==> src/source/zmem_pkg.sv <==
`default_nettype none

package zmem_pkg;

	// z80 address bus width
	localparam int ZA_W = 16;

	// one 16k page number per window
	localparam int PAGE_W = 8;

	// dram halfword address, page plus za[13:1]
	localparam int DA_W = 21;

	// cpu clock select
	// codes 2'b10 and 2'b11 both run at 14 MHz
	typedef enum logic [1:0] {
		T35 = 2'b00,
		T7  = 2'b01,
		T14 = 2'b10
	} turbo_e;

	// dram sequencer phase, c0..c3
	typedef logic [1:0] phase_t;

	localparam phase_t PH_C2 = 2'd2;
	localparam phase_t PH_C3 = 2'd3;

endpackage

`default_nettype wire

==> src/source/zclk_gen.sv <==
`timescale 1ns/1ps
`default_nettype none

module zclk_gen import zmem_pkg::*; (
	input  logic   fclk,
	input  logic   rst_n,
	input  turbo_e turbo,
	input  logic   stall,
	output logic   zpos,
	output logic   zneg,
	output phase_t phase
);

	logic [2:0] div;
	logic       run;
	logic       pos_pt;
	logic       neg_pt;

	// edge points inside the divider period
	always_comb
	begin
		case (turbo)
			T35:
			begin
				// period 8, edges 4 apart
				pos_pt = (div == 3'd3);
				neg_pt = (div == 3'd7);
			end
			T7:
			begin
				pos_pt = (div[1:0] == 2'd1);
				neg_pt = (div[1:0] == 2'd3);
			end
			default:
			begin
				// 14 MHz, an edge every fclk
				pos_pt = ~div[0];
				neg_pt = div[0];
			end
		endcase
	end

	// stalled cpu clock shows no edges
	assign zpos = run & ~stall & pos_pt;
	assign zneg = run & ~stall & neg_pt;

	always_ff @(posedge fclk or negedge rst_n)
	begin
		if (!rst_n)
		begin
			div   <= '0;
			run   <= 1'b0;
			phase <= '0;
		end
		else
		begin
			run   <= 1'b1;
			// dram phase never stops
			phase <= phase + 1'b1;
			if (!stall)
				div <= div + 1'b1;
		end
	end

	a_edges_apart: assert property (@(posedge fclk) disable iff (!rst_n)
		!(zpos && zneg));

endmodule

`default_nettype wire

==> config.mk <==
export PLATFORM = sky130hd
export DESIGN_NAME = zclk_gen
export DESIGN_NICKNAME = d
export VERILOG_FILES = /design/src/source/zmem_pkg.sv /design/src/source/zclk_gen.sv
export SDC_FILE = /design/constraint.sdc
export NUM_CORES = 1
export LEC_CHECK = 0
export BUFFER_PORTS_ARGS = -buffer_cell sky130_fd_sc_hd__buf_4
export CAP_MARGIN = 20
export CORE_AREA = 5 5 42 44
export CTS_BUF_LIST = sky130_fd_sc_hd__clkbuf_8
export CTS_CLUSTER_DIAMETER = 200
export DETAILED_ROUTE_END_ITERATION = 7
export DIE_AREA = 0 0 47 49
export SKIP_LAST_GASP = 1
export SYNTH_ARGS = -nofsm -noshare
export SYNTH_HDL_FRONTEND = slang
export SYNTH_SLANG_ARGS = --single-unit
==> constraint.sdc <==
create_clock -name fclk -period 1.6 [get_ports fclk]
set_input_delay 0.24 -clock fclk [delete_from_list [all_inputs] [get_ports fclk]]
set_output_delay 0.24 -clock fclk [all_outputs]
set_load 0.01 [all_outputs]
Word level (Yosys, flattened, before mapping)
Cells that the tools add are included.

operators by class
  add/subtract/negate cells = 2
  eq/ne operators = 5
  mux-type cells = 2
  bitwise gates (word level) = 5
  reductions and logical operators = 1

operators by type and width
  kind                                                  count
  equality test 2 x 1 -> 1 bit (second input constant)  2
  one-hot mux 1 bit (2 select lines)                    2
  adder 3 x 1 -> 3 bit (second input constant)          1
  AND 1 bit                                             3
  equality test 3 x 2 -> 1 bit (second input constant)  1
  equality test 3 bit (second input constant)           1
  adder 2 x 1 -> 2 bit (second input constant)          1
  equality test 2 bit (second input constant)           1
  logical NOT 2 bit                                     1
  inverter 1 bit                                        2

storage, ports and cells
  bits in registers = 6
  output and inout port bits = 4
  logic and storage cells = 18

Longest topological paths before layout
Gate-level depths: netlist of run 1.

  word-level depth = 3
  mapped depth = 4

Worst setup path before layout of run 1
No wires, ideal clock.

  path kind = register to output
  from = register div[0]
  to = output port zneg
  data arrival time = 1331 ps
  required time = 1360 ps
  setup slack = 29 ps
  stages on the path, launching flop included = 5
  path buffers = 0
  cell sequence = dfrtp_1 > ha_1 > ha_1 > mux2_1 > o2111a_1

between the ends
  cells in the longest elaborated chain, start to end = 3

RTL lines
  what                                                               line                            source
  from (decl)                                                        zclk_gen.sv:14                  logic [2:0] div;
  from (signal assigned)                                             zclk_gen.sv:61                  div <= div + 1'b1;
  equality test 3 bit / equality test 2 bit (equally long branches)  zclk_gen.sv:27, zclk_gen.sv:32
  one-hot mux 1 bit (2 select lines) *                               zclk_gen.sv:22                  case (turbo)
  AND 1 bit *                                                        zclk_gen.sv:45                  assign zneg = run & ~stall & neg_pt;
  to (decl)                                                          zclk_gen.sv:10                  output logic zneg,

Mark *: on every way between the ends. The rest lies on a longest branch, timed or not.

Final worst setup path of run 1
  from = register div[0]
  to = output port zpos

between the ends
  cells in the longest elaborated chain, start to end = 3

RTL lines
  what                                                        line            source
  equality test 3 x 2 -> 1 bit, or another cell as far along  zclk_gen.sv:26  pos_pt = (div == 3'd3);
  one-hot mux 1 bit (2 select lines) *                        zclk_gen.sv:22
  AND 1 bit *                                                 zclk_gen.sv:44  assign zpos = run & ~stall & pos_pt;
  to (decl)                                                   zclk_gen.sv:9   output logic zpos,

Marks and branches as above.

==> results of run 1 <==
cell usage in the layout (no fill, tap or decap):
| cell | count |
|---|---|
| dlygate4sd3_1 | 1 |
| o21ai_0 | 2 |
| conb_1 | 1 |
| buf_6 | 2 |
| ha_4 | 3 |
| ha_1 | 1 |
| nand2b_1 | 1 |
| mux2_4 | 2 |
| xor2_1 | 1 |
| clkbuf_8 | 3 |
| buf_4 | 8 |
| xnor2_1 | 1 |
| nand2_1 | 3 |
| dfrtp_1 | 6 |
| inv_1 | 4 |
| o2111a_1 | 2 |
worst max-delay path, stage by stage (launching register included):
cell      delay, ns
dfrtp_1        0.40
ha_4           0.19
ha_4           0.15
mux2_4         0.26
o2111a_1       0.24
buf_6          0.12
power groups by stage:
stage	registers, W	clock network, W	logic (W)
2_1_floorplan	0.000224	0	0.000106
3_3_place_gp	0.000216	0	0.000200
3_5_place_dp	0.000218	0	0.000202
4_1_cts	0.000235	0.000224	0.000271
5_1_grt	0.000242	0.000233	0.000317
6_report	0.000234	0.000220	0.000269
final timing paths:
| check | end | slack (ns) | cells after the start |
|---|---|---|---|
| setup / recovery | zpos | -0.22 | 5 |
| hold / removal | div[0] | 0.26 | 2 |
| setup reg to reg | div[1] | 0.52 | 3 |
| hold reg to reg | phase[0] | 0.47 | 1 |
| max in group asynchronous | div[2] | 1.11 | 2 |
| min in group asynchronous | div[1] | 0.38 | 2 |
cell usage after synthesis:
cell,count,area [µm²]
dfrtp_1,6,150
o2111a_1,2,22.5
o21ai_0,2,10.0
nand2b_1,1,6.26
inv_1,4,15.0
nand2_1,3,11.3
mux2_1,2,22.5
ha_1,4,50.1
xnor2_1,1,8.76
conb_1,1,3.75
xor2_1,1,8.76
per-layer routing:
layer	GRT usage [%]	part of all wire (%)
met5	0	0
met4	5.53	3.1
met3	2.58	5.3
met2	8.82	53
met1	6.98	38
area by class of cell:
class,instances,area (µm²),share of cell area (%)
multi-input combinational,17,189,37.2
sequential,6,150,29.6
timing repair buffer,11,92.6,18.2
clock buffer,3,41.3,8.13
tap,16,20.0,3.94
inverter,4,15.0,2.96
kinds of logic (layout without fill, tap and decap cells):
family	count (synthesis)	after routing	share of synthesized area [%]
flops	6	6	48.6
fa+ha+maj	4	4	16.2
compound gates	4	4	10.5
simple gates	4	4	5.67
buf+inv	4	18	4.86
xor+xnor	2	2	5.67
mux	2	2	7.29
other cells	1	1	1.21
sequential cells by signal (all words and copies together), names as in the netlist:
name and count:
run 1, div 3, phase 2
through the flow:
stage / util [%] / hold WS, ns / TNS, ns / power (W) / cells
floorplan: - / -0.0556 / 0 / 0.000330 / 27
global placement: 28.8 / 0.0486 / -0.146 / 0.000416 / 53
detailed placement: 28.8 / 0.0473 / -0.187 / 0.000420 / 53
CTS: 36.0 / 0.252 / -0.490 / 0.000730 / 57
global route: 36.3 / 0.270 / -0.549 / 0.000792 / 57
finish: 36.3 / 0.256 / -0.445 / 0.000723 / 57
repair_timing:
item	4_1_cts	5_1_grt
gates resized for setup	9	1
endpoints found under the setup margin	2	2
pin swaps	2	1
hold buffers	1	0
hold endpoints to repair	6	0
==> key figures, run 1 <==
Power and ir drop
  • Internal: around 0.00051 W
  • Sequential power share: 32.4%
  • Switch Pwr: 0.000213 W
  • Combinational group share of total power: a little under two fifths
  • Leakage power: 0.245 nW
  • Clock power share: 30.4%
  • Power per Cell Area: 1420 nW/µm²
  • Switching portion of total power: 29.5%
  • VDD IR-drop max: ~710 µV

Die
  • Die ar.: 2300 µm²
  • IO Pins: 9
  • FP Rows: 14
  • Starting density of the core: between 20% and 30%
  • Core Region: 1400 µm²
  • Die Y: 49 µm
  • Die width: 47 µm

Detailed routing
  • Final wirelength: around 610 µm
  • DRC errors left: 0
  • Initial DRC Count: 1
  • First-pass DRT Iterations: 2
  • Routed WL per cell: 10.6 µm
  • Vias/cell: around 4.1
  • Via count: 235
  • DRT antenna net count: 0

Run status
  • Status: finished, violations left
  • Failing checks: setup timing

Placed design
  • Placed Area: 404 µm²
  • GP Congestion: between 0.6 and 0.7
  • Dpl ws: -0.0948 ns
  • Hpwl dp: 426 µm
  • # port buffers: 8

Global route
  • Global Route Usage Sum: 6.32%
  • First-pass GRT wire length: 986 µm
  • Initial antenna violation count: 0
  • Number of global-route vias before repair: ~250
  • GRT overflow: 0
  • Pin count of the biggest net entering global routing: 7

Job
  • Max-cap violations: 0

Critical path
  • Crit Path Class: flip-flop to output port
  • WP data arrival: 1.58 ns
  • CP Max Fanout: 3
  • CP required: roughly 1.4 ns
  • CP Launch Point: div[0]
  • Startpoint Class: flip-flop
  • Reg-to-Reg Start: div[0]
  • Crit. End Element: output port

CTS
  • CTS Buf Count: 3
  • CTS tree: yes
  • H-tree Lvls: 1
  • Worst-path clk slew: 0.03 ns
  • Clk Latency, worst-skew pair: ~0.22 ns
  • Clk root buf: clkbuf_8
  • Setup Fix Bufs, Post-CTS: 0
  • CTS sink count: 6
  • Clock Tree Buf Depth: 2

Synthesis
  • Seq/Total Area, Yosys: roughly 49%
  • Mapped Cells: 27
  • Syn_nets: 36
  • Yosys Warn Count: 0
  • Synth unique cells: 11
  • Average size of a mapped cell: 11.4 µm²
  • Syn Std Cell Area: slightly above 300 µm²
  • Synthesized flop and latch total: 6

STA
  • Maximum clock frequency: 548 MHz
  • Clk_skew: 0.00000772 ns
  • Final setup violation count: 2
  • Setup ws final: -0.223 ns
  • Pins Over Slew Limit: 0
  • Min Tclk post-route: 1.82 ns
  • Final Hold Viols: 0
  • Unrepaired setup endpoints after global routing: true
  • Period utilization: 114%

Finish
  • Filler cells: 145
  • Layout cells sized above 1: roughly 44%
  • P&R area growth vs syn: 64.4%
  • N_diodes: 0
  • Non-Filler Cell Area, Final: roughly 510 µm²
  • Nets: 52

Hold path
  • Hold Path Class: input pin to flip-flop
  • Hold path start: stall
Power figures use the tool's default switching activity.
==> inputs of run 2 (changes only) <==
- ABC_CLOCK_PERIOD_IN_PS: default -> 1600
- CELL_PAD_IN_SITES_DETAIL_PLACEMENT: default -> 1
- CELL_PAD_IN_SITES_GLOBAL_PLACEMENT: default -> 2
- PLACE_DENSITY_LB_ADDON: default -> 0.1
==> key figures, run 2 (synthesis results as in run 1) <==
STA
  • Period utilization: 115%
  • Final setup violation count: 2
  • Unrepaired setup endpoints after global routing: true
  • Min Tclk post-route: about 1.8 ns
  • Final Hold Viols: 0
  • Maximum clock frequency: 544 MHz
  • Pins Over Slew Limit: 0
  • Setup_tns: -0.462 ns
  • Setup ws final: -0.238 ns
  • Clk_skew: 0.00168 ns
  • WHS: about 0.25 ns

Finish
  • Commonest non-fill, non-tap cells in the layout: 8 x buf_4, 6 x dfrtp_1, 4 x inv_1
  • Largest regs: div x3, phase x2, run x1
  • Filler cells: between 150 and 200
  • Largest register FFs: 3
  • Finished Layout Cells: 57
  • P&R area growth vs syn: 64.4%
  • Layout cells sized above 1: a little over two fifths
  • Reg with most FFs: div
  • Nets: 52
  • FF/Latch Area: between 150 and 200 µm²
  • Non-Filler Cell Area, Final: 508 µm²
  • Area of the multi-input gates: 189 µm²
  • N_diodes: 0
  • Commonest non-fill, non-tap cell in the layout: buf_4

Detailed routing
  • DRC errors left: 0
  • Final wirelength: 683 µm
  • Routed WL per cell: ~12 µm
  • Initial DRC Count: 2
  • Via count: 234
  • DRT antenna net count: 0
  • Vias/cell: 4.11
  • First-pass DRT Iterations: 2

Global route
  • GRT overflow: 0
  • Pin count of the biggest net entering global routing: 7
  • Number of global-route vias before repair: 299
  • First-pass GRT wire length: 1.20 mm
  • Global Route Usage Sum: 7.43%
  • Initial antenna violation count: 0

Die
  • Starting density of the core: approximately 22%
  • IO Pins: 9
  • Die width: ~47 µm
  • Die Y: 49 µm
  • Die ar.: 2300 µm²
  • FP Rows: 14
  • Core Region: 1400 µm²

Critical path
  • Crit Path Class: flip-flop to output port
  • RR Endpoint: div[1]
  • WP buf/inv: 1
  • WP data arrival: 1.60 ns
  • CP Depth: 5
  • CP Launch Point: div[1]
  • R2R setup slack: 0.51 ns
  • CP delay by family, top: flip-flops
  • Crit-path cells: ha_4 > ha_4 > mux2_4 > o2111a_1 > buf_6
  • R2R depth: 3
  • Reg-to-Reg Start: div[0]
  • Setup crit end: zpos
  • Crit. End Element: output port
  • Critical-path top delay cell: dfrtp_1
  • CP required: 1.36 ns
  • CP max stage delay: approximately 0.40 ns
  • Worst path most repeated cell: ha_4
  • Startpoint Class: flip-flop
  • CP Max Fanout: 3

Placed design
  • Dpl ws: -0.0669 ns
  • Placed Cells: 53
  • # port buffers: 8
  • GP Congestion: 0.635
  • Placed Area: 404 µm²
  • Hpwl dp: ~530 µm

Power and ir drop
  • Combinational group share of total power: 37.7%
  • Power per Cell Area: 1440 nW/µm²
  • Clock power share: 30.3%
  • VDD IR-drop max: 480 µV
  • Switch Pwr: roughly 0.00022 W
  • Internal: 0.000514 W
  • Switching portion of total power: 29.9%
  • Leakage power: 0.245 nW
  • Sequential power share: about a third

CTS
  • H-tree Lvls: 1
  • Clk Latency, worst-skew pair: ~0.22 ns
  • CTS Buf Count: 3
  • CTS tree: yes
  • Clock Tree Buf Depth: 2
  • CTS sink count: 6
  • Clk root buf: clkbuf_8
  • Setup Fix Bufs, Post-CTS: 0
  • Worst-path clk slew: roughly 0.030 ns

Run status
  • Failing checks: setup timing
  • Status: finished, violations left

Job
  • Max-cap violations: 0

Hold path
  • Hold Path Class: input pin to flip-flop
  • Hold path depth: 2
==> run 2: final cells by class <==
class                   count  area share (%)
clock buffers               3            8.13
repair buffers             11            18.2
flip-flops and latches      6            29.6
well taps                  16            3.94
multi-input cells          17            37.2
inverters                   4            2.96
==> run 2: worst min-delay path by stage <==
stage	from	end	slack (ns)
3_5_place_dp	rst_n	phase[0]	0.05
5_1_grt	stall	div[0]	0.26
2_1_floorplan	rst_n	div[0]	-0.06
6_report	stall	div[0]	0.25
4_1_cts	stall	div[0]	0.25
3_3_place_gp	rst_n	phase[0]	0.05
==> run 2: repair_timing <==
item                                    in CTS  in global routing
hold endpoints to repair                     6                  0
hold buffers                                 1                  0
gates resized for setup                     10                  0
pin swaps                                    3                  2
endpoints found under the setup margin       2                  2
==> run 2: stage by stage <==
stage | utilization (%) | power [W]
global route | 36.3 | 0.000793
finish | 36.3 | 0.000733
CTS | 36.3 | 0.000745
global placement | 28.8 | 0.000421
detailed placement | 28.8 | 0.000428
floorplan | - | 0.000330
==> run 2: metal layers <==
layer	part of all wire, %	global-route usage, %	up-vias
met5	0	0	-
met4	0	5.53	0
met3	4.1	2.21	0
met2	57	12.2	4
met1	39	7.37	115
li1	-	-	115
==> run 2: worst reg2reg max path: cells and delay by family, from the launching register on <==
family / cells / cell delay [ns]
fa+ha+maj: 1 / 0.28
buf+inv: 1 / 0.16
compound gates: 1 / 0.16
flops: 1 / 0.40
==> run 2: power by group through the flow <==
| stage | clock, W | sequential (W) | combinational, W |
|---|---|---|---|
| after global placement | 0 | 0.000216 | 0.000205 |
| after CTS | 0.000232 | 0.000236 | 0.000277 |
| after global routing | 0.000237 | 0.000241 | 0.000316 |
| after detailed placement | 0 | 0.000220 | 0.000208 |
| final | 0.000222 | 0.000235 | 0.000276 |
| after floorplan | 0 | 0.000224 | 0.000106 |
