## src/source/zmem_pkg.sv

```systemverilog
`default_nettype none

package zmem_pkg;

	// z80 address bus width
	localparam int ZA_W = 16;

	// one 16k page number per window
	localparam int PAGE_W = 8;

	// dram halfword address, page plus za[13:1]
	localparam int DA_W = 21;

	// cpu clock select
	// codes 2'b10 and 2'b11 both run at 14 MHz
	typedef enum logic [1:0] {
		T35 = 2'b00,
		T7  = 2'b01,
		T14 = 2'b10
	} turbo_e;

	// dram sequencer phase, c0..c3
	typedef logic [1:0] phase_t;

	localparam phase_t PH_C2 = 2'd2;
	localparam phase_t PH_C3 = 2'd3;

endpackage

`default_nettype wire

```

## src/source/zmem_ifs.sv

```systemverilog
`timescale 1ns/1ps
`default_nettype none

// mapped access, window mapper to request stage
interface zacc_if import zmem_pkg::*; ();
	logic            ramrd;
	logic            ramwr;
	logic            opfetch;
	logic            dram_beg;
	logic [DA_W-1:0] daddr;
	logic            bsel;
	logic [7:0]      wdata;
	logic            romsel;
	logic            iocyc;

	modport mapper (output ramrd, ramwr, opfetch, dram_beg, daddr, bsel, wdata, romsel, iocyc);
	modport ctl    (input  ramrd, ramwr, opfetch, dram_beg, daddr, bsel, wdata, romsel, iocyc);
endinterface

// cpu port of the dram slot controller
interface dram_cpu_if import zmem_pkg::*; ();
	logic            cpu_req;
	logic            cpu_rnw;
	logic [DA_W-1:0] cpu_addr;
	logic [7:0]      cpu_wrdata;
	logic            cpu_wrbsel;
	logic            cpu_next;
	logic            cpu_strobe;
	logic [15:0]     cpu_rddata;

	modport cpu  (output cpu_req, cpu_rnw, cpu_addr, cpu_wrdata, cpu_wrbsel,
	              input  cpu_next, cpu_strobe, cpu_rddata);
	modport slot (input  cpu_req, cpu_rnw, cpu_addr, cpu_wrdata, cpu_wrbsel,
	              output cpu_next, cpu_strobe, cpu_rddata);
endinterface

`default_nettype wire

```

## src/source/cpu_req_ctl.sv

```systemverilog
`timescale 1ns/1ps
`default_nettype none

module cpu_req_ctl import zmem_pkg::*; (
	input  logic     fclk,
	input  logic     rst_n,
	input  turbo_e   turbo,
	input  phase_t   phase,
	input  logic     zneg,
	output logic     cpu_stall,
	output logic [7:0] zd_out,
	zacc_if.ctl      acc,
	dram_cpu_if.cpu  dc
);

	logic            t14;
	logic            accept;
	logic            beg_rd;
	logic            hit;
	logic            go;
	logic            pend;
	logic            rnw_r;
	logic            rd_wait;
	logic            ramrd_r;
	logic            ramwr_r;
	logic            req357;
	logic            inval;
	logic            cache_vld;
	logic [DA_W-1:0] cache_addr;
	logic [15:0]     rd_buf;

	// both top codes mean 14 MHz
	assign t14    = turbo[1];
	assign accept = dc.cpu_req & dc.cpu_next & (phase == PH_C3);

	// fetch and read show rd_n at begin time
	assign beg_rd = acc.ramrd | acc.opfetch;
	assign hit    = cache_vld && (cache_addr == acc.daddr);
	// a write always goes out, a read only on a miss
	assign go     = t14 & acc.dram_beg & (~hit | ~beg_rd);

	// slow modes, request on a new rd/wr seen at c3
	assign req357 = ~t14 & ((acc.ramrd & ~ramrd_r) | (acc.ramwr & ~ramwr_r));

	assign dc.cpu_req    = t14 ? (pend | go) : req357;
	assign dc.cpu_rnw    = t14 ? (go ? beg_rd : rnw_r) : acc.ramrd;
	assign dc.cpu_addr   = acc.daddr;
	assign dc.cpu_wrdata = acc.wdata;
	assign dc.cpu_wrbsel = acc.bsel;

	// reads hold the cpu until data, writes only until the slot frees
	assign cpu_stall = t14 ?
		((go & (beg_rd | ~dc.cpu_next)) | rd_wait | (pend & ~rnw_r & ~dc.cpu_next)) :
		(req357 & ~dc.cpu_next);

	// rom access, write or io cycle drops the cached halfword
	assign inval = (zneg & acc.romsel) | acc.ramwr | acc.iocyc | (acc.dram_beg & ~beg_rd);

	always_ff @(posedge fclk or negedge rst_n)
	begin
		if (!rst_n)
		begin
			pend      <= 1'b0;
			rnw_r     <= 1'b1;
			rd_wait   <= 1'b0;
			ramrd_r   <= 1'b0;
			ramwr_r   <= 1'b0;
			cache_vld <= 1'b0;
		end
		else
		begin
			if (accept)
				pend <= 1'b0;
			else if (go)
				pend <= 1'b1;
			if (go)
				rnw_r <= beg_rd;
			// stays up through the strobe cycle so rd_buf is loaded first
			if (dc.cpu_strobe)
				rd_wait <= 1'b0;
			else if (go && beg_rd)
				rd_wait <= 1'b1;
			if ((phase == PH_C3) && !cpu_stall)
			begin
				ramrd_r <= acc.ramrd;
				ramwr_r <= acc.ramwr;
			end
			if (inval)
				cache_vld <= 1'b0;
			else if (dc.cpu_strobe)
				cache_vld <= 1'b1;
		end
	end

	// read buffer and cache tag
	always_ff @(posedge fclk)
	begin
		if (dc.cpu_strobe)
		begin
			rd_buf     <= dc.cpu_rddata;
			cache_addr <= acc.daddr;
		end
	end

	assign zd_out = acc.bsel ? rd_buf[15:8] : rd_buf[7:0];

	// a request only drops once the slot takes it
	a_req_held: assert property (@(posedge fclk) disable iff (!rst_n)
		dc.cpu_req && !accept |=> dc.cpu_req);

endmodule

`default_nettype wire

```

## src/flat_wrapper.sv

```systemverilog
// flat-port wrapper written by rule: the top's interface ports become plain ports
module cpu_req_ctl_flat import zmem_pkg::*;
  (fclk, rst_n, turbo, phase, zneg, cpu_stall, zd_out, acc_ramrd, acc_ramwr, acc_opfetch, acc_dram_beg, acc_daddr, acc_bsel, acc_wdata, acc_romsel, acc_iocyc, dc_cpu_req, dc_cpu_rnw, dc_cpu_addr, dc_cpu_wrdata, dc_cpu_wrbsel, dc_cpu_next, dc_cpu_strobe, dc_cpu_rddata);
  zacc_if acc_i ();
  dram_cpu_if dc_i ();
  input  logic fclk;
  input  logic rst_n;
  input  turbo_e turbo;
  input  phase_t phase;
  input  logic zneg;
  output logic cpu_stall;
  output logic [7:0] zd_out;
  input wire logic [$bits(acc_i.ramrd)-1:0] acc_ramrd;
  input wire logic [$bits(acc_i.ramwr)-1:0] acc_ramwr;
  input wire logic [$bits(acc_i.opfetch)-1:0] acc_opfetch;
  input wire logic [$bits(acc_i.dram_beg)-1:0] acc_dram_beg;
  input wire logic [$bits(acc_i.daddr)-1:0] acc_daddr;
  input wire logic [$bits(acc_i.bsel)-1:0] acc_bsel;
  input wire logic [$bits(acc_i.wdata)-1:0] acc_wdata;
  input wire logic [$bits(acc_i.romsel)-1:0] acc_romsel;
  input wire logic [$bits(acc_i.iocyc)-1:0] acc_iocyc;
  output wire logic [$bits(dc_i.cpu_req)-1:0] dc_cpu_req;
  output wire logic [$bits(dc_i.cpu_rnw)-1:0] dc_cpu_rnw;
  output wire logic [$bits(dc_i.cpu_addr)-1:0] dc_cpu_addr;
  output wire logic [$bits(dc_i.cpu_wrdata)-1:0] dc_cpu_wrdata;
  output wire logic [$bits(dc_i.cpu_wrbsel)-1:0] dc_cpu_wrbsel;
  input wire logic [$bits(dc_i.cpu_next)-1:0] dc_cpu_next;
  input wire logic [$bits(dc_i.cpu_strobe)-1:0] dc_cpu_strobe;
  input wire logic [$bits(dc_i.cpu_rddata)-1:0] dc_cpu_rddata;
  assign acc_i.ramrd = acc_ramrd;
  assign acc_i.ramwr = acc_ramwr;
  assign acc_i.opfetch = acc_opfetch;
  assign acc_i.dram_beg = acc_dram_beg;
  assign acc_i.daddr = acc_daddr;
  assign acc_i.bsel = acc_bsel;
  assign acc_i.wdata = acc_wdata;
  assign acc_i.romsel = acc_romsel;
  assign acc_i.iocyc = acc_iocyc;
  assign dc_cpu_req = dc_i.cpu_req;
  assign dc_cpu_rnw = dc_i.cpu_rnw;
  assign dc_cpu_addr = dc_i.cpu_addr;
  assign dc_cpu_wrdata = dc_i.cpu_wrdata;
  assign dc_cpu_wrbsel = dc_i.cpu_wrbsel;
  assign dc_i.cpu_next = dc_cpu_next;
  assign dc_i.cpu_strobe = dc_cpu_strobe;
  assign dc_i.cpu_rddata = dc_cpu_rddata;
  cpu_req_ctl u_core (.fclk(fclk), .rst_n(rst_n), .turbo(turbo), .phase(phase), .zneg(zneg), .cpu_stall(cpu_stall), .zd_out(zd_out), .acc(acc_i), .dc(dc_i));
endmodule
```

## config.mk

```make
export PLATFORM = sky130hd
export DESIGN_NAME = cpu_req_ctl_flat
export DESIGN_NICKNAME = d
export VERILOG_FILES = /design/src/source/zmem_pkg.sv /design/src/source/zmem_ifs.sv /design/src/source/cpu_req_ctl.sv /design/src/flat_wrapper.sv
export SDC_FILE = /design/constraint.sdc
export NUM_CORES = 1
export LEC_CHECK = 0
export ABC_AREA = 1
export BUFFER_PORTS_ARGS = -buffer_cell sky130_fd_sc_hd__buf_2
export CAP_MARGIN = 5
export CORE_MARGIN = 5
export CORE_UTILIZATION = 40
export DETAILED_ROUTE_END_ITERATION = 12
export PLACE_DENSITY = 0.68
export SLEW_MARGIN = 20
export SYNTH_ARGS = -nofsm -noshare
export SYNTH_HDL_FRONTEND = slang
export SYNTH_SLANG_ARGS = --single-unit
export TNS_END_PERCENT = 20
```

## constraint.sdc

```tcl
create_clock -name fclk -period 1.8 [get_ports fclk]
set_clock_uncertainty 0.05 [all_clocks]
set_input_delay 0.36 -clock fclk [delete_from_list [all_inputs] [get_ports fclk]]
set_output_delay 0.36 -clock fclk [all_outputs]
set_load 0.03 [all_outputs]
```

Word-level counts from Yosys, hierarchy flattened. Cells that the tools add are included.

$add $sub $neg: 0. Multipliers: 0. Div/mod/pow operators: 0. $lt $le $gt $ge: 0. Eq/ne operators: 2. Shift-type cells: 0. Mux-type cells: 11. Bitwise logic cells: 30. Reduce and logical (&&, ||, !) cells: 7.

Operators by type and width (number): $eq 21x21->1 (1); $and 1x1->1 (13); $mux 1 (10); $or 1x1->1 (10); $mux 8 (1); $not 1->1 (7); $reduce_bool 2->1 (3); $logic_and 1x1->1 (3); $eq 2x2->1 const B (1); $logic_not 1->1 (1).

Bits in registers: 43. Latch bits: 0. Bits in writable memories: 0. Bits in read-only memories: 0. Input bits: 61. Output and inout bits: 41. Word-level logic and storage cells: 58. Memories kept: 0.

Logic depth before layout (Yosys ltp).
Depth in word-level cells: 11. Mapped depth: 14. Gate-level depth less buffers: 14.

Worst setup path before layout. Ideal clock, no wire load.

Path type: register -> output. Start point: register u_core.cache_addr[10]. End point: output dc_cpu_rnw. Arrival: 1.413 ns. Data required time: 1.390 ns. Path slack: -0.023 ns. Cell stages (with the launch flop): 13. Path buffers: 0. Cells stage by stage: edfxtp_1 nand2_1 nand2_1 nor2_1 nand2_1 nor2_1 nand3_2 nand2_2 inv_1 nand2_1 nand2_2 nand2_1 o21ai_0.

Word-level cells in the longest chain between the ends: 7.

Ends and longest elaborated chain: start, declared (RTL line cpu_req_ctl.sv:29) `logic [DA_W-1:0] cache_addr;`; start signal, assigned (RTL line cpu_req_ctl.sv:101) `cache_addr <= acc.daddr;`; $eq 21x21->1 (RTL line cpu_req_ctl.sv:38) `assign hit = cache_vld && (cache_addr == acc.daddr);`; $logic_and 1x1->1 (RTL line cpu_req_ctl.sv:38); $not 1->1 (RTL line cpu_req_ctl.sv:40) `assign go = t14 & acc.dram_beg & (~hit | ~beg_rd);`; $or 1x1->1 (RTL line cpu_req_ctl.sv:40); $and 1x1->1 (RTL line cpu_req_ctl.sv:40); $mux 1 (2 in a row) (RTL line cpu_req_ctl.sv:46) `assign dc.cpu_rnw = t14 ? (go ? beg_rd : rnw_r) : acc.ramrd;`; end, declared (RTL line flat_wrapper.sv:23) `output wire logic [$bits(dc_i.cpu_rnw)-1:0] dc_cpu_rnw;`.

No other way between the ends.

Worst setup path after layout.
Start point: register u_core.cache_addr[18]. End point: output dc_cpu_rnw.

Same word-level chain as after synthesis.

==> results.md <==
* YS warnings at 0
* DR pass1 iterations at 4
* Vias in the first global route at around 1700
* Global-route wire length before repair at slightly above 7000 um
* Non-filler cells, final at between 300 and 400
* Min cycle time layout at roughly 2200 ps
* Post-Synthesis Net Count at between 300 and 400
* Fin Hold WS at between 150 and 200 ps
* Vias per cell at approximately 4.2
* Residual DRC count at 0
* RSZ-0062 raised after global routing: yes
* Total Routing Usage GR at 0.123
* PwrDens at roughly 820 mW/mm2
* Grt ovf at 0
* Final wirelength at approximately 4400 um
* Crit-path max FO at 3
* CTS Sinks at 43
* Critical Path Sink Type: primary output
* Min-Delay Path Class: in -> reg
* Yosys top cell area share at 0.495
* Failing checks: setup timing
* Final net count at around 380
* Worst R2R Start: u_core.cache_addr[18]
* Initial drt markers at 37
* Largest net degree at the start of global routing at 25
* Final core utilization at 0.516
* Core area at about 0.0055 mm2
* Setup Viol. Count Final at 3
* Critical Path Source: u_core.cache_addr[18]
* CTS buffer count at 5
* Cell area after layout at between 0.002 and 0.003 mm2
* Placement-stage cell area at ~0.0027 mm2
* P&R area growth vs syn at 25.7%
* Worst-Skew Late Latency at roughly 290 ps
* Hold Vio Cnt, Final at 0
* Vias at 1673
* Register bit total from synthesis at 43
* Top post-synthesis cells by area: edfxtp_1, nand2_1, buf_4
* Drt wl/cell at about 11 um
* Worst vdd ir at between 0.0004 and 0.0005 V
* Inserted Diodes at 0
* Max-slew violation count at 0
* PortBufs at 84
* Max-Cap Viols at 0
* Overall Power at 2.32 mW
* Worst-Margin Slew at 332 ps
* Pre-CTS worst setup slack at -215 ps
* Root Driver: clkbuf_8
* Worst setup SP type: flop
* Gate Count Post-Synth at roughly 240
* Post-synthesis cell type count at 22
* Status: finished, violations left
* Initial Util at 0.410
* Setup crit end: dc_cpu_rnw
* Slew margin rel. at 0.773
* Clock slew at reported path FFs at roughly 90 ps
* H-tree Lvls at 2
* Fmax at 0.462 GHz
* Initial antenna violation count at 0
* Syn_area_per_cell at approximately 9.3 um2
* Worst reg2reg endpoint: u_core.pend
* Std cell rows at 27
* Setup WS post-layout at -367 ps
* DP HPWL at between 3000 and 4000 um
* I/O pin cnt at 102
* GPL Wtd Cong at 0.789
* Leakage Power at 1.47 nW
* FF-to-FF path depth at 15
* Die area at a little over 0.007 mm2
* Final period util at 1.20
* Die Ht at roughly 85 um
* Layout cells sized above 1 at 0.429
* Reg2reg setup slack at between 100 and 150 ps
* Fin Setup TNS at -954 ps
* # placed instances at 385
* Arr. time, crit path at between 1500 and 2000 ps
* Synth area leader: edfxtp_1
* Max clock buf depth at 2
* Req. time, crit path at 1390 ps
* Crit Path Class: reg -> out
* Die W at approximately 85 um
* Post-route ant nets at 0
* Post-synthesis cell area at ~0.0022 mm2
* Sequential-to-total area share from yosys stat at 0.562
* CTS tree: done
cells by family after synthesis:
| family | count (synthesis) | share of synthesized area |
|---|---|---|
| and+or+nand+nor | 104 | 0.192 |
| xor gates and xnor gates | 2 | 0.00781 |
| DFF | 43 | 0.562 |
| muxes | 8 | 0.0401 |
| buffers and inverters | 77 | 0.179 |
| AOI/OAI and AO/OA | 7 | 0.0190 |
what timing repair did:
action                                 4_1_cts  5_1_grt
setup buffers                                0        2
endpoints found under the hold margin        5        0
hold buffers                                 1        0
setup endpoints to repair                    3        5
gates resized for setup                      6        7
pin swaps                                    2        8
final cells by class:
| type | count | area (um2) |
|---|---|---|
| tap | 72 | 90.1 |
| multi-input combinational | 121 | 597 |
| timing repair buffer | 106 | 607 |
| clock inverter | 3 | 23.8 |
| clock buffer | 5 | 68.8 |
| sequential | 43 | 1260 |
| inverter | 46 | 173 |
| fill | 541 | 2650 |
cells in the final DEF, fill, tap and decap left out:
master	netlist	routed
mux2_2	8	8
xnor2_1	2	2
o22ai_1	1	1
a21oi_1	1	1
buf_6	0	3
a2111oi_0	1	1
buf_2	0	81
dfrtp_1	5	5
or2_2	1	1
nand3_1	2	1
nand2_2	6	9
o31ai_1	1	1
nand3_2	2	3
dlygate4sd3_1	0	1
inv_1	45	44
inv_6	0	1
edfxtp_1	37	37
o21ai_2	0	1
o21ai_1	0	1
clkinvlp_4	0	2
nand4_1	2	2
buf_4	30	21
dfstp_2	1	1
clkbuf_8	0	5
nor2_2	1	1
inv_2	1	2
nor2_1	17	17
o21ai_0	3	1
nand2_1	73	70
worst max-delay path: stages (launching register included):
cell and delay [ps]:
edfxtp_1 400, nor2_1 100, nor2_1 50, nor2_1 90, nand2_1 80, nor2_1 110, nand3_2 100, nand2_2 100
inv_2 40, nand2_2 70, nand2_2 70, nand2_2 60, o21ai_2 60, buf_6 140
layer usage:
layer | vias up | wire, um | global-route usage | share of wire
li1 | 878 | - | - | -
met1 | 737 | 1710 | 0.135 | 0.39
met5 | - | 0 | 0 | 0
met4 | 0 | 51 | 0.0345 | 0.012
met2 | 52 | 2300 | 0.231 | 0.53
met3 | 6 | 309 | 0.0350 | 0.071
synthesized netlist by cell type, drive strengths merged:
| cell | instances |
|---|---|
| buf | 30 |
| edfxtp | 37 |
| a2111oi | 1 |
| dfrtp | 5 |
| clkbuf | 1 |
| o22ai | 1 |
| a21oi | 1 |
| inv | 46 |
| mux2 | 8 |
| nand4 | 2 |
| o31ai | 1 |
| nand3 | 4 |
| xnor2 | 2 |
| or2 | 1 |
| o21ai | 3 |
| dfstp | 1 |
| nor2 | 18 |
| nand2 | 79 |
report_power, final:
part,internal [mW],switching [mW],total [mW]
registers,1.18,0.0330,1.21
clock network,0.277,0.342,0.619
logic,0.202,0.290,0.492
worst min-delay path by stage:
| stage | startpoint | to | slack [ps] | depth (start not counted) |
|---|---|---|---|---|
| after global routing | dc_cpu_rddata[5] | u_core.rd_buf[5] | 160 | 1 |
| after detailed placement | rst_n | u_core.pend | 160 | 1 |
| final | dc_cpu_rddata[5] | u_core.rd_buf[5] | 180 | 1 |
| after floorplan | rst_n | u_core.cache_vld | 10 | 0 |
| after global placement | rst_n | u_core.pend | 150 | 1 |
| after CTS | acc_iocyc | u_core.cache_vld | 170 | 2 |
state kept, by name, summed over array words and instances (netlist names):
name / count
u_core.rd_wait: 1
u_core.rd_buf: 16
u_core.rnw_r: 1
u_core.cache_vld: 1
u_core.ramwr_r: 1
u_core.ramrd_r: 1
u_core.pend: 1
u_core.cache_addr: 21
Note: power is estimated with default switching activity, not from simulation.
