<file path="src/source/zmem_pkg.sv">
`default_nettype none

package zmem_pkg;

	// z80 address bus width
	localparam int ZA_W = 16;

	// one 16k page number per window
	localparam int PAGE_W = 8;

	// dram halfword address, page plus za[13:1]
	localparam int DA_W = 21;

	// cpu clock select
	// codes 2'b10 and 2'b11 both run at 14 MHz
	typedef enum logic [1:0] {
		T35 = 2'b00,
		T7  = 2'b01,
		T14 = 2'b10
	} turbo_e;

	// dram sequencer phase, c0..c3
	typedef logic [1:0] phase_t;

	localparam phase_t PH_C2 = 2'd2;
	localparam phase_t PH_C3 = 2'd3;

endpackage

`default_nettype wire

</file>
<file path="src/source/zmem_ifs.sv">
`timescale 1ns/1ps
`default_nettype none

// mapped access, window mapper to request stage
interface zacc_if import zmem_pkg::*; ();
	logic            ramrd;
	logic            ramwr;
	logic            opfetch;
	logic            dram_beg;
	logic [DA_W-1:0] daddr;
	logic            bsel;
	logic [7:0]      wdata;
	logic            romsel;
	logic            iocyc;

	modport mapper (output ramrd, ramwr, opfetch, dram_beg, daddr, bsel, wdata, romsel, iocyc);
	modport ctl    (input  ramrd, ramwr, opfetch, dram_beg, daddr, bsel, wdata, romsel, iocyc);
endinterface


`default_nettype wire

</file>
<file path="src/source/win_mapper.sv">
`timescale 1ns/1ps
`default_nettype none

module win_mapper import zmem_pkg::*; (
	input  logic                fclk,
	input  logic                rst_n,
	input  logic                zneg,
	input  logic [ZA_W-1:0]     za,
	input  logic [7:0]          zd_in,
	input  logic                mreq_n,
	input  logic                iorq_n,
	input  logic                m1_n,
	input  logic                rfsh_n,
	input  logic                rd_n,
	input  logic                wr_n,
	input  logic [4*PAGE_W-1:0] win_page,
	input  logic [3:0]          win_romnram,
	input  logic                romrw_en,
	output logic [4:0]          rompg,
	output logic                csrom,
	output logic                romoe_n,
	output logic                romwe_n,
	output logic                zd_ena,
	zacc_if.mapper              acc
);

	logic [1:0]        win;
	logic [PAGE_W-1:0] page;
	logic              romnram;
	logic              mem_acc;
	logic              ram_acc;
	logic              r_mreq_n;
	logic              r_iorq_n;
	logic              beg_r;

	// window from the top two address bits
	assign win     = za[ZA_W-1 -: 2];
	assign page    = win_page[win*PAGE_W +: PAGE_W];
	assign romnram = win_romnram[win];
	assign rompg   = page[4:0];

	// refresh cycles are not memory accesses
	assign mem_acc = ~mreq_n & rfsh_n;
	assign ram_acc = mem_acc & ~romnram;

	// rom chip, select plus strobes
	assign csrom   = mem_acc & romnram;
	assign romoe_n = rd_n | mreq_n;
	assign romwe_n = ~(csrom & ~wr_n & romrw_en);

	// ram read data goes out on the z80 bus
	assign zd_ena = ram_acc & ~rd_n;

	assign acc.ramrd    = ram_acc & ~rd_n;
	assign acc.ramwr    = ram_acc & ~wr_n;
	assign acc.opfetch  = ram_acc & ~m1_n;
	assign acc.dram_beg = beg_r;
	assign acc.daddr    = {page, za[13:1]};
	assign acc.bsel     = za[0];
	assign acc.wdata    = zd_in;
	assign acc.romsel   = csrom;
	// falling edge of iorq_n
	assign acc.iocyc    = ~iorq_n & r_iorq_n;

	always_ff @(posedge fclk or negedge rst_n)
	begin
		if (!rst_n)
		begin
			r_mreq_n <= 1'b1;
			r_iorq_n <= 1'b1;
			beg_r    <= 1'b0;
		end
		else
		begin
			r_iorq_n <= iorq_n;
			// first zneg that sees mreq low
			beg_r    <= zneg & r_mreq_n & ram_acc;
			if (zneg)
				r_mreq_n <= mreq_n | ~rfsh_n;
		end
	end

	a_bus_owner: assert property (@(posedge fclk) disable iff (!rst_n)
		!(csrom && zd_ena));

endmodule

`default_nettype wire

</file>
<file path="src/flat_wrapper.sv">
// flat-port wrapper written by rule: the top's interface ports become plain ports
module win_mapper_flat import zmem_pkg::*;
  (fclk, rst_n, zneg, za, zd_in, mreq_n, iorq_n, m1_n, rfsh_n, rd_n, wr_n, win_page, win_romnram, romrw_en, rompg, csrom, romoe_n, romwe_n, zd_ena, acc_ramrd, acc_ramwr, acc_opfetch, acc_dram_beg, acc_daddr, acc_bsel, acc_wdata, acc_romsel, acc_iocyc);
  zacc_if acc_i ();
  input  logic fclk;
  input  logic rst_n;
  input  logic zneg;
  input  logic [ZA_W-1:0] za;
  input  logic [7:0] zd_in;
  input  logic mreq_n;
  input  logic iorq_n;
  input  logic m1_n;
  input  logic rfsh_n;
  input  logic rd_n;
  input  logic wr_n;
  input  logic [4*PAGE_W-1:0] win_page;
  input  logic [3:0] win_romnram;
  input  logic romrw_en;
  output logic [4:0] rompg;
  output logic csrom;
  output logic romoe_n;
  output logic romwe_n;
  output logic zd_ena;
  output wire logic [$bits(acc_i.ramrd)-1:0] acc_ramrd;
  output wire logic [$bits(acc_i.ramwr)-1:0] acc_ramwr;
  output wire logic [$bits(acc_i.opfetch)-1:0] acc_opfetch;
  output wire logic [$bits(acc_i.dram_beg)-1:0] acc_dram_beg;
  output wire logic [$bits(acc_i.daddr)-1:0] acc_daddr;
  output wire logic [$bits(acc_i.bsel)-1:0] acc_bsel;
  output wire logic [$bits(acc_i.wdata)-1:0] acc_wdata;
  output wire logic [$bits(acc_i.romsel)-1:0] acc_romsel;
  output wire logic [$bits(acc_i.iocyc)-1:0] acc_iocyc;
  assign acc_ramrd = acc_i.ramrd;
  assign acc_ramwr = acc_i.ramwr;
  assign acc_opfetch = acc_i.opfetch;
  assign acc_dram_beg = acc_i.dram_beg;
  assign acc_daddr = acc_i.daddr;
  assign acc_bsel = acc_i.bsel;
  assign acc_wdata = acc_i.wdata;
  assign acc_romsel = acc_i.romsel;
  assign acc_iocyc = acc_i.iocyc;
  win_mapper u_core (.fclk(fclk), .rst_n(rst_n), .zneg(zneg), .za(za), .zd_in(zd_in), .mreq_n(mreq_n), .iorq_n(iorq_n), .m1_n(m1_n), .rfsh_n(rfsh_n), .rd_n(rd_n), .wr_n(wr_n), .win_page(win_page), .win_romnram(win_romnram), .romrw_en(romrw_en), .rompg(rompg), .csrom(csrom), .romoe_n(romoe_n), .romwe_n(romwe_n), .zd_ena(zd_ena), .acc(acc_i));
endmodule
</file>
<file path="config.mk">
export PLATFORM = sky130hd
export DESIGN_NAME = win_mapper_flat
export DESIGN_NICKNAME = d
export VERILOG_FILES = /design/src/source/zmem_pkg.sv /design/src/source/zmem_ifs.sv /design/src/source/win_mapper.sv /design/src/flat_wrapper.sv
export SDC_FILE = /design/constraint.sdc
export NUM_CORES = 1
export LEC_CHECK = 0
export BUFFER_PORTS_ARGS = -buffer_cell sky130_fd_sc_hd__buf_2
export CAP_MARGIN = 20
export CORE_MARGIN = 10
export CORE_UTILIZATION = 23
export CTS_CLUSTER_SIZE = 24
export DETAILED_ROUTE_END_ITERATION = 8
export PLACE_DENSITY = 0.75
export SKIP_CTS_REPAIR_TIMING = 1
export SYNTH_ARGS = -nofsm -noshare
export SYNTH_HDL_FRONTEND = slang
export SYNTH_SLANG_ARGS = --single-unit
</file>
<file path="constraint.sdc">
create_clock -name fclk -period 1.1 [get_ports fclk]
set_input_delay 0.165 -clock fclk [delete_from_list [all_inputs] [get_ports fclk]]
set_output_delay 0.165 -clock fclk [all_outputs]
set_load 0.02 [all_outputs]
</file>
---- Word level (Yosys, flattened, before mapping) ----
Index checks and enable logic that the tools add are counted.
storage, ports and cells
  bits in registers ....................... 3
  input bits .............................. 70
  word-level logic and storage cells ...... 28
operators by class
  magnitude comparators ................... 1
  shift operators ......................... 1
  multiplexer cells ....................... 2
  bitwise operators ....................... 21
operator list
  cell                                                                   number
  32-bit by 6-bit variable part select with 8-bit output                 1
  1-bit AND                                                              11
  1-bit NOT                                                              8
  2-bit by 3-bit < comparator with 1-bit output (second input constant)  1
  1-bit binary-select mux with 2-bit select                              1
  1-bit bitwise OR                                                       2
  1-bit 2-to-1 mux                                                       1

---- Logic depth before layout (Yosys ltp) ----
Gate-level depths: netlist (run 1).
  depth in word-level cells ............... 6
  depth in mapped cells ................... 5
  depth with buffers taken out ............ 3

---- Worst setup path before layout (run 1) ----
OpenSTA, ideal clock, no wires.
  path type ............................... input -> output
  start ................................... input za[14]
  end ..................................... output zd_ena
  arrival time ............................ 1,260 ps
  required time ........................... 935 ps
  setup slack ............................. -325 ps
  cell stages on the path ................. 5
  cell sequence ........................... buf_6 mux2i_1 a22oi_2 nor2_1 buf_4
on the way
  cells in the longest elaborated chain, start to end .. 5
ends and longest elaborated chain
  item                                       line                text
  start: declaration                         flat_wrapper.sv:8   input logic [ZA_W-1:0] za;
  1-bit binary-select mux with 2-bit select  win_mapper.sv:39    assign romnram = win_romnram[win];
  1-bit 2-to-1 mux (not written as such)     win_mapper.sv:39
  1-bit NOT                                  win_mapper.sv:44    assign ram_acc = mem_acc & ~romnram;
  1-bit AND                                  win_mapper.sv:44
  1-bit AND                                  n/a
  end: declaration                           flat_wrapper.sv:23  output logic zd_ena;
No other way between the ends. The select of a mux whose other input is x is not followed.

---- Final worst setup path (run 1) ----
  start ................................... input za[14]
  end ..................................... output romwe_n
on the way
  cells in the longest elaborated chain, start to end .. 6
ends and longest elaborated chain
  item                                       line                text
  1-bit binary-select mux with 2-bit select  win_mapper.sv:39
  1-bit 2-to-1 mux (not written as such)     win_mapper.sv:39
  1-bit AND                                  win_mapper.sv:47    assign csrom = mem_acc & romnram;
  1-bit AND (2 in a row)                     win_mapper.sv:49    assign romwe_n = ~(csrom & ~wr_n & romrw_en);
  1-bit NOT                                  win_mapper.sv:49
  end: declaration                           flat_wrapper.sv:22  output logic romwe_n;
No other way between the ends. The select of a mux whose other input is x is not followed.

==> reports/metrics.yaml, run 1 <==
status: "finished with violations"
violations: "setup timing"
grtUsageTotal_pct: 8.91
yosysTopAreaCellShare_pct: 34.7
cap_violations: 0
ys.warnings.count: 0
final_cells: 145
setup.worst_path.start_class: "input pin"
nFillCells: 260
drive_gt1_share_pct: 91.3
syn_to_final_growth_pct: 80.0
die-area_um2: 5210
rsz0062_at_grt: "yes"
cp.required_ps: 940
period_share_pct: 116
drc: 0
grt_pass1_vias: 756
cts_buffers: 3
max-vdd-ir-drop_mv: 0.428
die_width_um: 72.2
clockBufferDepth: 2
clk_pin_slew_worst_paths_ps: 40
setup_viol: 21
port_buffers: 70
grt_pass1_wl_um: 3790
hold_path_class: "input pin to flop"
syn_nets: 131
grt_antenna_before_repair: 0
skew_ps: 2.96
wl_per_cell_um: 18.0
synth.distinct_cells: 20
ios: 115
start_util_pct: 24.6
yosysSeqAreaShare_pct: 12.4
grt_overflow: 0
fin_nets: 186
dr.pass1.iters: 4
wl_um: 2610
avgViaCountPerCell: 4.62
synth_area_per_cell_um2: 10.3
num_vias: 670
final_antenna_net_count: 0
cp-end-kind: "output port"
hold_viol_final: 0
clock-sinks: 3
ys_ff_latch: 3
worstPathArrival_ps: 1110
tightestPinTransition_ps: 200
synth_area_leaders: "buf_4 (35%), mux4_2 (29%), dfstp_2 (8.4%), dfrtp_1 (4.0%), nor2_1 (3.0%)"
setup_tns_ps: -2680
synthCells: 61
worst_skew_pair.late_latency_ps: 230
power.leakage_nw: 0.548
drt_iter0_markers: 8
netlist_area_um2: 627
coreArea_um2: 2540
dp.cells: 137
grt_max_degree: 9
dp_hpwl_um: 2250
diodes: 0
dieHeight_um: 72.2
gp_congestion: 0.766
power_density_nw_per_um2: 730
yosys.area.top_type: "buf_4"
path_class: "input pin to output port"
slew_viol_final: 0
clock_tree.root_cell: "clkbuf_4"
fmax_mhz: 782
crit_fanout: 3
cts_tree: "done"
finalWorstSetupSlack_ps: -179
min_period_ps: 1280
rows: 18
maxSlewHeadroom_pct: 86.4
htree_levels: 1
[layout make-up]
| type | instances | area (um^2) | share of cell area, % |
|---|---|---|---|
| repair buffers | 81 | 606 | 53.7 |
| multi-input cells | 26 | 378 | 33.5 |
| flip-flops and latches | 3 | 77.6 | 6.87 |
| well taps | 30 | 37.5 | 3.33 |
| clock buffers | 4 | 26.3 | 2.33 |
| inverters | 1 | 3.75 | 0.333 |
[registers in the layout (all words and copies together) (netlist names)]
signal / flops
u_core.r_iorq_n: 1
u_core.acc.dram_beg: 1
u_core.r_mreq_n: 1
[worst paths after layout]
| kind | from | end | slack, ps | cells after the start |
|---|---|---|---|---|
| setup / recovery | za[14] | romwe_n | -180 | 7 |
| hold reg to reg | u_core.r_mreq_n | u_core.acc.dram_beg | 480 | 2 |
| max in group asynchronous | rst_n | u_core.r_iorq_n | 630 | 2 |
| hold / removal | iorq_n | u_core.r_iorq_n | 70 | 1 |
| setup reg to reg | u_core.r_mreq_n | u_core.r_mreq_n | 330 | 2 |
| min in group asynchronous | rst_n | u_core.acc.dram_beg | 280 | 2 |
[stage by stage]
step                      hold WS, ps  setup WS (ps)  power [mW]  utilization, %  area, um^2
after floorplan                  -131           -124       0.502               -         698
after CTS                        -281           -237       0.727            36.5         928
after global routing             52.8           -228       0.884            44.3        1130
after global placement          -42.3           -223       0.526            35.4         902
after detailed placement        -39.2           -233       0.533            35.4         902
final                            68.7           -179       0.824            44.3        1130
[layout by cell type, fill, tap and decap left out, drive strengths merged]
master / n
mux4: 8
or2: 1
clkbuf: 4
and3b: 1
dfrtp: 1
nand2: 1
dlygate4sd3: 1
a31oi: 1
a22oi: 1
nor2b: 1
buf: 80
inv: 1
mux2i: 2
nor2: 5
dfstp: 2
or3b: 1
nor3b: 1
nand3b: 2
o22ai: 1
[kinds of logic after synthesis]
group           after synthesis  share of synthesized area, %
simple gates                 13                          12.2
flops                         3                          12.4
buf+inv                      32                          37.9
compound gates                3                          4.99
mux                          10                          32.5
[critical path: stages]
cell and delay (ps):
buf_8 100, buf_12 120, mux2i_4 180, buf_6 120, o22ai_4 170, nand3b_1 110
buf_6 140
[synthesized netlist by cell type]
master and instances:
buf_4 29, mux4_2 8, nor2_1 5, dfstp_2 2
nand3b_1 2, a22oi_2 1, a31oi_1 1, and3b_2 1
buf_2 1, buf_6 1, dfrtp_1 1, inv_1 1
mux2i_1 1, mux2i_2 1, nand2_1 1, nor2b_1 1
nor3b_1 1, o22ai_2 1, or2_2 1, or3b_1 1
[power breakdown]
part           internal (mW)  switching (mW)  total [mW]
clock                  0.136          0.0510       0.187
sequential             0.121         0.00234       0.123
combinational          0.292           0.223       0.515
total                  0.548           0.276       0.824
[layer usage]
metal | wire length, um | part of all wire [%] | up-vias | track usage (%)
met1 | 924 | 35 | 289 | 9.03
met2 | 1190 | 46 | 75 | 13.5
met4 | 58 | 2.2 | 0 | 5.81
li1 | - | - | 296 | -
met5 | 0 | 0 | - | 0
met3 | 436 | 17 | 10 | 5.44
(Power assumes the default switching activity.)
==> run 2: changes to the inputs <==
--- a/constraint.sdc
+++ b/constraint.sdc
@@ -3,2 +3,2 @@
 set_output_delay 0.165 -clock fclk [all_outputs]
-set_load 0.02 [all_outputs]
+set_load 0.005 [all_outputs]
==> run 2 against run 1 <==
- the run still ends with setup timing left
- power shrank 21%
- sequential power hardly changed
- worst hold slack worse by 13 ps
- wire length fell by 5.5%
- critical endpoint unchanged
==> reports/metrics.yaml, run 2 (synthesis gave the netlist of run 1 again) <==
multi_input_area_um2: 334  # was 378 um^2
diodes: 0  # unchanged
power.total_mw: 0.648  # was 0.824 mW
dieHeight_um: 72.2  # unchanged
drt_iter0_markers: 9  # was 8
area.sequential_um2: 77.6  # unchanged
setup.worst_path.start_class: "input pin"  # unchanged
wl_um: 2470  # was 2610 um
holdWs_ps: 56.0  # was 68.7 ps
cts_tree: "done"  # unchanged
min_period_ps: 1230  # was 1280 ps
grt_max_degree: 10  # was 9
cts_buffers: 3  # unchanged
clock-sinks: 3  # unchanged
die-area_um2: 5210  # unchanged
final_cells: 144  # was 145
power_density_nw_per_um2: 664  # was 730 nW/um^2
num_vias: 653  # was 670
path_class: "input pin to output port"  # unchanged
syn_to_final_growth_pct: 55.5  # was 80.0%
coreArea_um2: 2540  # unchanged
worst_skew_pair.late_latency_ps: 230  # about the same
final_antenna_net_count: 0  # unchanged
power.leakage_nw: 0.503  # was 0.548 nW
port_buffers: 70  # unchanged
crit_fanout: 3  # unchanged
clockBufferDepth: 2  # unchanged
max-vdd-ir-drop_mv: 0.303  # was 0.428 mV
hold_path_class: "input pin to flop"  # unchanged
rsz0062_at_grt: "yes"  # unchanged
dr.pass1.iters: 5  # was 4
cp.required_ps: 940  # about the same
setup_viol: 21  # unchanged
status: "finished with violations"  # unchanged
rows: 18  # unchanged
violations: "setup timing"  # unchanged
nFillCells: 278  # was 260
clk_pin_slew_worst_paths_ps: 40  # about the same
dp.cells: 136  # was 137
htree_levels: 1  # unchanged
skew_ps: 0.0168  # was 2.96 ps
final_common_cell: "buf_2"  # unchanged
fin_nets: 185  # was 186
min_from: "iorq_n"  # unchanged
wl_per_cell_um: 17.2  # was 18.0 um
clock_tree.root_cell: "clkbuf_4"  # unchanged
cp-end-kind: "output port"  # unchanged
maxSlewHeadroom_pct: 84.0  # was 86.4%
tightestPinTransition_ps: 235  # was 200 ps
slew_viol_final: 0  # unchanged
avgViaCountPerCell: 4.53  # was 4.62
r2r_end: "u_core.r_mreq_n"  # unchanged
layout_common_cells: "buf_2 (63), mux4_2 (8), buf_4 (7), buf_6 (6), nor2_1 (4)"  # was buf_2 (48), buf_6 (22), mux4_2 (8), buf_4 (7)
period_share_pct: 112  # was 116%
hold_viol_final: 0  # unchanged
grtUsageTotal_pct: 9.55  # was 8.91%
hold_end: "u_core.r_iorq_n"  # unchanged
grt_antenna_before_repair: 0  # unchanged
drive_gt1_share_pct: 88.6  # was 91.3%
min_path_cells: 1  # unchanged
finalWorstSetupSlack_ps: -132  # was -179 ps
dp_hpwl_um: 2300  # was 2250 um
start_util_pct: 24.6  # unchanged
die_width_um: 72.2  # unchanged
worstPathArrival_ps: 1070  # was 1110 ps
worstRegToRegCells: 2  # unchanged
reg2reg_slack_ps: 320  # was 330 ps
drc: 0  # unchanged
grt_overflow: 0  # unchanged
cap_violations: 0  # unchanged
ios: 115  # unchanged
fmax_mhz: 811  # was 782 MHz
grt_pass1_vias: 813  # was 756
reg2reg_from: "u_core.r_mreq_n"  # unchanged
grt_pass1_wl_um: 3930  # was 3790 um
gp_congestion: 0.643  # was 0.766
## run 2: worst max path at each step
stage,from,to,slack [ps],depth (start not counted)
after floorplan,za[14],rompg[0],-10,3
after global placement,za[14],rompg[0],-130,4
after detailed placement,za[15],romwe_n,-180,5
after CTS,za[15],romwe_n,-190,5
after global routing,za[14],acc_ramwr,-190,6
final,mreq_n,romwe_n,-130,5
## run 2: worst max-delay path: stages
cell	delay (ps)
buf_8	100
or3b_4	380
o22ai_2	180
nand3b_1	100
buf_2	140
## run 2: power by group
part | switching [mW] | internal, mW
sequential | 0.00213 | 0.121
clock | 0.0516 | 0.136
combinational | 0.119 | 0.219
## run 2: cell type report
class                      instances  share of cell area (%)
inverter                           1                   0.385
timing repair buffer              80                    50.8
tap                               30                    3.85
sequential                         3                    7.96
multi-input combinational         26                    34.3
clock buffer                       4                    2.70
## run 2: metrics by stage
step | area, um^2 | setup TNS [ps] | setup WS [ps] | utilization, %
6_report | 975 | -1930 | -132 | 38.3
5_1_grt | 975 | -2720 | -189 | 38.3
4_1_cts | 876 | -2680 | -189 | 34.4
3_5_place_dp | 850 | -2680 | -180 | 33.4
3_3_place_gp | 850 | -2330 | -133 | 33.4
2_1_floorplan | 666 | -55.9 | -11.2 | -
## run 2: routing by layer
metal | GRT usage (%) | routed length, um | share of wire (%) | vias to the layer above
li1 | - | - | - | 296
met1 | 7.61 | 717 | 29 | 295
met2 | 17.5 | 1310 | 53 | 48
met3 | 4.49 | 331 | 13 | 14
met4 | 7.31 | 106 | 4.3 | 0
met5 | 0 | 0 | 0 | -
